==> src/hdl/isaPkg.sv <==
package isaPkg;

    typedef logic [5:0] opcode_t;
    typedef logic [5:0] funct_t;

    // primary opcodes
    localparam opcode_t opRFormat = 6'h00;
    localparam opcode_t opAddi    = 6'h08;
    localparam opcode_t opAddiu   = 6'h09;
    localparam opcode_t opBeq     = 6'h04;
    localparam opcode_t opBne     = 6'h05;
    localparam opcode_t opLw      = 6'h23;
    localparam opcode_t opSw      = 6'h2b;
    localparam opcode_t opJ       = 6'h02;

    // funct field under R-format
    localparam funct_t functAdd  = 6'h20;
    localparam funct_t functSub  = 6'h22;
    localparam funct_t functAnd  = 6'h24;
    localparam funct_t functMult = 6'h18;
    localparam funct_t functDiv  = 6'h1a;

    typedef enum logic [3:0] {
        aluReg, aluImm, branchEq, branchNe, load,
        store, jump, mult, div, illegal
    } instrClass_t;

    typedef enum logic [2:0] {
        aluPass    = 3'd0,
        aluAdd     = 3'd1,
        aluSub     = 3'd2,
        aluAnd     = 3'd3,
        aluCompare = 3'd7
    } aluOp_t;

    typedef struct packed {
        instrClass_t instrClass;
        aluOp_t      aluOp;
        logic        trapsOverflow; // ADD, SUB, ADDI only
    } decodedInstr_t;

endpackage

==> src/hdl/ctrlPkg.sv <==
package ctrlPkg;

    typedef enum logic [4:0] {
        fetch1, fetch2, fetch3, decode1, decode2, execute,
        aluWriteBack, aluCommit, branchResolve,
        load2, load3, load4,
        store2, store3, store4, store5,
        multWait, multDone, divWait, divDone,
        opcodeCause1, opcodeCause2,
        overflowCause1, overflowCause2,
        divZeroCause1, divZeroCause2,
        vector1, vector2, vector3,
        instrEnd
    } state_t;

    typedef enum logic [2:0] {
        regDstRt = 3'd0,
        regDstRd = 3'd1
    } regDst_t;

    typedef enum logic [3:0] {
        memToRegAluOut = 4'd0,
        memToRegMem    = 4'd1
    } memToReg_t;

    typedef enum logic [2:0] {
        pcSrcMem    = 3'd0, // exception vector read
        pcSrcAlu    = 3'd1,
        pcSrcAluOut = 3'd2, // branch target
        pcSrcJump   = 3'd3
    } pcSource_t;

    typedef enum logic [1:0] {
        aluSrcAPc  = 2'd0,
        aluSrcAReg = 2'd1
    } aluSrcA_t;

    typedef enum logic [1:0] {
        aluSrcBReg      = 2'd0,
        aluSrcBFour     = 2'd1,
        aluSrcBSignExt  = 2'd2,
        aluSrcBShiftImm = 2'd3
    } aluSrcB_t;

    typedef enum logic [2:0] {
        ioRdPc          = 3'd0,
        ioRdAluResult   = 3'd1,
        ioRdAluOut      = 3'd2,
        ioRdOpcodeVec   = 3'd3,
        ioRdOverflowVec = 3'd4,
        ioRdDivZeroVec  = 3'd5
    } ioRd_t;

    typedef struct packed {
        logic overflow;
        logic equal;
        logic multStop;
        logic divStop;
        logic divZero;
    } aluFlags_t;

    typedef struct packed {
        logic           memWrite;
        logic           pcWrite;
        logic           irWrite;
        logic           regWrite;
        logic           abWrite;
        logic           hiloWrite;
        logic           aluOutWrite;
        logic           epcWrite;
        logic           multStart; // one-cycle pulses
        logic           divStart;
        isaPkg::aluOp_t aluOp;
        regDst_t        regDst;
        memToReg_t      memToReg;
        pcSource_t      pcSource;
        aluSrcA_t       aluSrcA;
        aluSrcB_t       aluSrcB;
        logic           hiloSelect; // 0 mult, 1 div
        ioRd_t          ioRd;
    } ctrlWord_t;

endpackage

==> src/hdl/instrDecoder.sv <==
`timescale 1ns/10ps

module instrDecoder (
    input  isaPkg::opcode_t       opcode,
    input  isaPkg::funct_t        funct,
    output isaPkg::decodedInstr_t decoded
);
    import isaPkg::*;

    always_comb begin
        decoded.instrClass    = illegal;
        decoded.aluOp         = aluPass;
        decoded.trapsOverflow = 1'b0;
        case (opcode)
            opRFormat: begin
                case (funct)
                    functAdd: begin
                        decoded.instrClass    = aluReg;
                        decoded.aluOp         = aluAdd;
                        decoded.trapsOverflow = 1'b1;
                    end
                    functSub: begin
                        decoded.instrClass    = aluReg;
                        decoded.aluOp         = aluSub;
                        decoded.trapsOverflow = 1'b1;
                    end
                    functAnd: begin
                        decoded.instrClass = aluReg;
                        decoded.aluOp      = aluAnd;
                    end
                    functMult: decoded.instrClass = mult;
                    functDiv:  decoded.instrClass = div;
                    default:   decoded.instrClass = illegal;
                endcase
            end
            opAddi: begin
                decoded.instrClass    = aluImm;
                decoded.aluOp         = aluAdd;
                decoded.trapsOverflow = 1'b1;
            end
            opAddiu: begin
                decoded.instrClass = aluImm; // unsigned add, never traps
                decoded.aluOp      = aluAdd;
            end
            opBeq: begin
                decoded.instrClass = branchEq;
                decoded.aluOp      = aluCompare;
            end
            opBne: begin
                decoded.instrClass = branchNe;
                decoded.aluOp      = aluCompare;
            end
            opLw: begin
                decoded.instrClass = load;
                decoded.aluOp      = aluAdd; // address calc
            end
            opSw: begin
                decoded.instrClass = store;
                decoded.aluOp      = aluAdd;
            end
            opJ:     decoded.instrClass = jump;
            default: decoded.instrClass = illegal;
        endcase
    end

endmodule

==> src/hdl/cycleSequencer.sv <==
`timescale 1ns/10ps

module cycleSequencer (
    input  logic                  clk,
    input  logic                  reset,
    input  isaPkg::decodedInstr_t decoded,
    input  ctrlPkg::aluFlags_t    flags,
    output ctrlPkg::state_t       state
);
    import isaPkg::*;
    import ctrlPkg::*;

    state_t nextState;

    always_ff @(posedge clk) begin
        if (reset) begin
            state <= fetch1;
        end else begin
            state <= nextState;
        end
    end

    always_comb begin
        nextState = fetch1;
        case (state)
            // shared fetch and decode
            fetch1:  nextState = fetch2;
            fetch2:  nextState = fetch3;
            fetch3:  nextState = decode1;
            decode1: nextState = decode2;
            decode2: nextState = execute;

            execute: begin
                case (decoded.instrClass)
                    aluReg, aluImm:     nextState = aluWriteBack;
                    branchEq, branchNe: nextState = branchResolve;
                    load:               nextState = load2;
                    store:              nextState = store2;
                    jump:               nextState = instrEnd;
                    mult:               nextState = multWait;
                    div:                nextState = divWait;
                    default:            nextState = opcodeCause1;
                endcase
            end

            aluWriteBack: begin
                if (decoded.trapsOverflow && flags.overflow) begin
                    nextState = overflowCause1;
                end else begin
                    nextState = aluCommit;
                end
            end
            aluCommit:     nextState = fetch1; // end state skipped
            branchResolve: nextState = instrEnd;

            load2: nextState = load3;
            load3: nextState = load4;
            load4: nextState = instrEnd;

            store2: nextState = store3;
            store3: nextState = store4;
            store4: nextState = store5;
            store5: nextState = instrEnd;

            multWait: begin
                if (flags.multStop) begin
                    nextState = multDone;
                end else begin
                    nextState = multWait;
                end
            end
            multDone: nextState = instrEnd;

            divWait: begin
                // zero divisor wins over a stop in the same cycle
                if (flags.divZero) begin
                    nextState = divZeroCause1;
                end else if (flags.divStop) begin
                    nextState = divDone;
                end else begin
                    nextState = divWait;
                end
            end
            divDone: nextState = instrEnd;

            opcodeCause1:   nextState = opcodeCause2;
            opcodeCause2:   nextState = vector1;
            overflowCause1: nextState = overflowCause2;
            overflowCause2: nextState = vector1;
            divZeroCause1:  nextState = divZeroCause2;
            divZeroCause2:  nextState = vector1;

            vector1: nextState = vector2; // vector read wait
            vector2: nextState = vector3;
            vector3: nextState = instrEnd;

            instrEnd: nextState = fetch1;
            default:  nextState = fetch1;
        endcase
    end

endmodule

==> src/hdl/controlEncoder.sv <==
`timescale 1ns/10ps

module controlEncoder (
    input  ctrlPkg::state_t       state,
    input  isaPkg::decodedInstr_t decoded,
    input  logic                  equal,
    output ctrlPkg::ctrlWord_t    ctrl
);
    import isaPkg::*;
    import ctrlPkg::*;

    // register A against B or the immediate, with the decoded operation
    function automatic ctrlWord_t withOperands(input ctrlWord_t word,
                                               input decodedInstr_t instr);
        ctrlWord_t w;
        w         = word;
        w.aluSrcA = aluSrcAReg;
        w.aluOp   = instr.aluOp;
        if (instr.instrClass == aluImm || instr.instrClass == load ||
            instr.instrClass == store) begin
            w.aluSrcB = aluSrcBSignExt;
        end else begin
            w.aluSrcB = aluSrcBReg;
        end
        return w;
    endfunction

    always_comb begin
        ctrl = '0;
        case (state)
            fetch1, fetch2: begin
                ctrl.aluSrcA = aluSrcAPc; // PC + 4
                ctrl.aluSrcB = aluSrcBFour;
                ctrl.aluOp   = aluAdd;
                if (state == fetch2) begin
                    ctrl.pcWrite  = 1'b1;
                    ctrl.pcSource = pcSrcAlu;
                end
            end
            fetch3: ctrl.irWrite = 1'b1;
            decode1: begin
                // branch target into ALU out
                ctrl.aluSrcA     = aluSrcAPc;
                ctrl.aluSrcB     = aluSrcBShiftImm;
                ctrl.aluOp       = aluAdd;
                ctrl.aluOutWrite = 1'b1;
            end
            decode2: ctrl.abWrite = 1'b1;

            execute: begin
                case (decoded.instrClass)
                    aluReg, aluImm, load, store: begin
                        ctrl             = withOperands(ctrl, decoded);
                        ctrl.aluOutWrite = 1'b1;
                    end
                    branchEq, branchNe: ctrl = withOperands(ctrl, decoded);
                    jump: begin
                        ctrl.pcWrite  = 1'b1;
                        ctrl.pcSource = pcSrcJump;
                    end
                    mult:    ctrl.multStart = 1'b1;
                    div:     ctrl.divStart  = 1'b1;
                    default: ctrl = '0;
                endcase
            end

            // operands held so the overflow flag stays valid
            aluWriteBack: ctrl = withOperands(ctrl, decoded);
            aluCommit: begin
                ctrl.regWrite = 1'b1;
                ctrl.memToReg = memToRegAluOut;
                if (decoded.instrClass == aluReg) begin
                    ctrl.regDst = regDstRd;
                end else begin
                    ctrl.regDst = regDstRt;
                end
            end
            branchResolve: begin
                ctrl          = withOperands(ctrl, decoded);
                ctrl.pcSource = pcSrcAluOut;
                ctrl.pcWrite  = (equal == (decoded.instrClass == branchEq));
            end

            load2, load3, store2, store3, store4: ctrl.ioRd = ioRdAluOut;
            load4: begin
                ctrl.ioRd     = ioRdAluOut;
                ctrl.regWrite = 1'b1;
                ctrl.memToReg = memToRegMem;
                ctrl.regDst   = regDstRt;
            end
            store5: begin
                ctrl.ioRd     = ioRdAluOut;
                ctrl.memWrite = 1'b1;
            end

            multDone: begin
                ctrl.hiloWrite  = 1'b1;
                ctrl.hiloSelect = 1'b0;
            end
            divDone: begin
                ctrl.hiloWrite  = 1'b1;
                ctrl.hiloSelect = 1'b1;
            end

            opcodeCause1, overflowCause1, divZeroCause1: begin
                // EPC gets the faulting instruction address
                ctrl.aluSrcA  = aluSrcAPc;
                ctrl.aluSrcB  = aluSrcBFour;
                ctrl.aluOp    = aluSub;
                ctrl.epcWrite = 1'b1;
            end
            opcodeCause2:   ctrl.ioRd = ioRdOpcodeVec;
            overflowCause2: ctrl.ioRd = ioRdOverflowVec;
            divZeroCause2:  ctrl.ioRd = ioRdDivZeroVec;
            vector3: begin
                ctrl.pcWrite  = 1'b1;
                ctrl.pcSource = pcSrcMem;
            end

            default: ctrl = '0; // waits and end
        endcase
    end

endmodule

==> src/hdl/controlUnit.sv <==
`timescale 1ns/10ps

module controlUnit (
    input  logic               clk,
    input  logic               reset,
    input  isaPkg::opcode_t    opcode,
    input  isaPkg::funct_t     funct,
    input  ctrlPkg::aluFlags_t flags,
    output ctrlPkg::ctrlWord_t ctrl
);
    import isaPkg::*;
    import ctrlPkg::*;

    decodedInstr_t decoded;
    state_t        state;

    instrDecoder decoder (
        .opcode  (opcode),
        .funct   (funct),
        .decoded (decoded)
    );

    cycleSequencer sequencer (
        .clk     (clk),
        .reset   (reset),
        .decoded (decoded),
        .flags   (flags),
        .state   (state)
    );

    // only the compare result matters here
    controlEncoder encoder (
        .state   (state),
        .decoded (decoded),
        .equal   (flags.equal),
        .ctrl    (ctrl)
    );

endmodule

==> config.mk <==
export PLATFORM = sky130hd
export DESIGN_NAME = controlUnit
export DESIGN_NICKNAME = d
export VERILOG_FILES = /design/src/hdl/isaPkg.sv /design/src/hdl/ctrlPkg.sv /design/src/hdl/instrDecoder.sv /design/src/hdl/cycleSequencer.sv /design/src/hdl/controlEncoder.sv /design/src/hdl/controlUnit.sv
export SDC_FILE = /design/constraint.sdc
export NUM_CORES = 1
export LEC_CHECK = 0
export ABC_AREA = 1
export BUFFER_PORTS_ARGS = -buffer_cell sky130_fd_sc_hd__buf_2
export CORE_MARGIN = 10
export CORE_UTILIZATION = 35
export CTS_CLUSTER_SIZE = 40
export DETAILED_ROUTE_END_ITERATION = 10
export SLEW_MARGIN = 10
export SYNTH_ARGS = -nofsm -noshare
export SYNTH_HDL_FRONTEND = slang
export SYNTH_SLANG_ARGS = --single-unit
==> constraint.sdc <==
create_clock -name clk -period 3.3 [get_ports clk]
set_input_delay 0.33 -clock clk [delete_from_list [all_inputs] [get_ports clk]]
set_output_delay 0.33 -clock clk [all_outputs]
set_load 0.005 [all_outputs]
==> impl_metrics.ini <==
[floorplan]
core_region_area_mm2 = 0.00369
die_w_um = 81.9
num_rows = 22
initial_core_util_pct = 36.4
die_y_um = 81.9
dieArea_mm2 = 0.00671
io_pins = 50

[cells_and_area]
layout-drive-gt1-share_pct = 21.8
final_cell_mix = nand2_1 (68), nor2_1 (53), inv_1 (42), buf_2 (42), nand3_1 (29)
largest_reg_flops = 5
area_growth_pct = 20.9
reg_top3 = sequencer.state (5)
num_antenna_cells = 0
fill_cells = 430
layout_commonest_cell = nand2_1
nets = 336
regMostFlops = sequencer.state
fin_area_mm2 = 0.00162

[min_path]
hold_end = sequencer.state[2]$_SDFF_PP0_
hold_depth = 2
min_from = reset
hold_path.class = input pin to flip-flop

[setup_path]
worstPathArrival_ns = 2.18
path_max_fanout = 5
path_buf_inv = 3
crit_cells = 15
critPathSlowestCell = ha_1
r2r_setup_slack_ns = 1.48
required_ns = 2.97
timing.critical_path.from = opcode[2]
cp-end-kind = output port
critical_path_class = input pin to output port
reg2reg_depth = 7
crit_family = simple AND/OR/NAND/NOR gates
r2r-start = sequencer.state[4]$_SDFF_PP0_
rr_endpoint = sequencer.state[4]$_SDFF_PP0_
critPathMaxStageDelay_ns = 0.26
cp_common_cell = nand2_1
path_cells = buf_2 -> nor2_1 -> nand3_2 -> nor2_2 -> nor3_1 -> nand3_1 -> inv_1 -> ha_1 -> nor2_1 -> nand2_1 -> nand3_2 -> nand2_2 -> nand2_1 -> nand2_1 -> buf_2
cp-start-kind = input pin

[global_route]
grtUsageTotal_pct = 12.4
overflow = 0
grt-busiest-layer = met2
grt_max_degree = 16
antenna_found_initial = 0
grt_util_met3_pct = 1.53
grt_pass1_wl_um = 6950
grt_pass1_vias = 1565
grt_use_met1_pct = 16.5
grt_use_met2_pct = 20.4

[yosys]
ys_seq_elements = 5
yosys-top-cells-area = nand2_1 (19%), nor2_1 (15%), inv_1 (12%)
yosysSeqAreaShare_pct = 7.46
synth_warnings = 0
synth.cell_area_mm2 = 0.00134
syn-instance-count = 268
ys_types = 25
synth.avg_cell_area_um2 = 5.00
synth_top_area_share_pct = 19.0
synth_top_cell_by_area = nand2_1

[pwr]
peakVddDrop_v = 0.000173
p_leak_uw = 0.000990
power_density_mw_per_mm2 = 441
power.total_uw = 715

[clocking]
htreeDepth = 1
clk_pin_slew_ns = 0.03
clk_path_buf_depth = 2
clk_latency_ns = 0.22
clockRootBuffer = clkbuf_8
ctsHoldBuffers = 0
cts.sinks = 5
cts_tree = built
cts_buffers = 3
postCtsSetupBuffers = 0
postCtsResizedCells = 0

[drt]
ant_nets = 0
vias = 1735
drt_iter0_markers = 190
wire_per_inst_um = 11.8
dr.pass1.iters = 5
vias_per_cell = 4.82
drcViolationCount = 0
drt-total-wl_um = 4240

[sta]
final-setup-viol-count = 0
drv_slew = 0
fmax_mhz = 398
whs_ns = 0.333
slew_headroom_pct = 61.3
max_slew.worst_pin.slew_ns = 0.580
clock_skew_ns = 0.000304
hold_viol = 0
period_minus_slack_ns = 2.51
fin_crit_sh_pct = 76.2
finalSetupTns_ns = 0
rsz0062_at_grt = no

[placed_design]
dp_hpwl_um = 3600
io_buffers = 42
place_area_mm2 = 0.00158
place_congestion = 0.973

[flow_run]
max_cap_violations = 0

[run_status]
status = completed
how the worst max path moves through the flow:
| stage | end |
|---|---|
| 2_1_floorplan | ctrl[18] |
| 3_3_place_gp | ctrl[18] |
| 3_5_place_dp | ctrl[18] |
| 4_1_cts | ctrl[18] |
| 5_1_grt | ctrl[18] |
| 6_report | ctrl[18] |
kinds of logic after synthesis:
family	share of synthesized area, %
adders and majority gates	3.73
DFF	7.46
buffers and inverters	17.4
other	0.280
and+or+nand+nor	63.5
AOI/OAI and AO/OA	7.56
synth_stat cells:
library cell / n
nor2_1: 53
dfxtp_1: 5
a21oi_1: 7
nand2_4: 1
a21oi_2: 1
conb_1: 1
nand2_2: 2
inv_2: 5
nor3_4: 1
ha_1: 4
o21ai_0: 9
o21ai_1: 1
o21a_1: 1
nand3_2: 4
nand4_1: 8
nor3_1: 7
nor2_4: 2
nor3_2: 1
nand3_1: 29
and3b_1: 2
buf_4: 7
nor2_2: 6
inv_1: 42
nand2_1: 68
buf_2: 1
power breakdown:
group	switching [µW]	leakage, µW	total, µW	internal (µW)
registers	51.0	0.0000409	134	82.8
clock network	29.4	0.0000228	112	82.9
logic	298	0.000927	469	170
total	379	0.000990	715	336
cell type report:
type	instances	area (µm²)	share of cell area [%]
Timing Repair Buffer	42	210	13.0
Inverter	47	176	10.9
Tap cell	48	60.1	3.70
Clock buffer	4	45.0	2.78
Multi-Input combinational cell	214	1030	63.5
Sequential cell	5	100	6.17
routing by layer:
metal | part of all wire (%) | wire [µm] | vias to the layer above
li1 | - | - | 919
met1 | 45 | 1900 | 750
met2 | 46 | 1950 | 64
met3 | 8.8 | 371 | 2
met4 | 0.31 | 13 | 0
met5 | 0 | 0 | -
metrics by stage:
| step | instances | worst slack, ns | util [%] |
|---|---|---|---|
| 6_report | 360 | 0.785 | 44.0 |
| 3_3_place_gp | 356 | 0.793 | 42.7 |
| 2_1_floorplan | 274 | 1.26 | - |
| 5_1_grt | 360 | 0.542 | 44.0 |
| 4_1_cts | 360 | 0.799 | 44.0 |
| 3_5_place_dp | 356 | 0.809 | 42.7 |
Note: power is estimated with default switching activity, not from simulation.
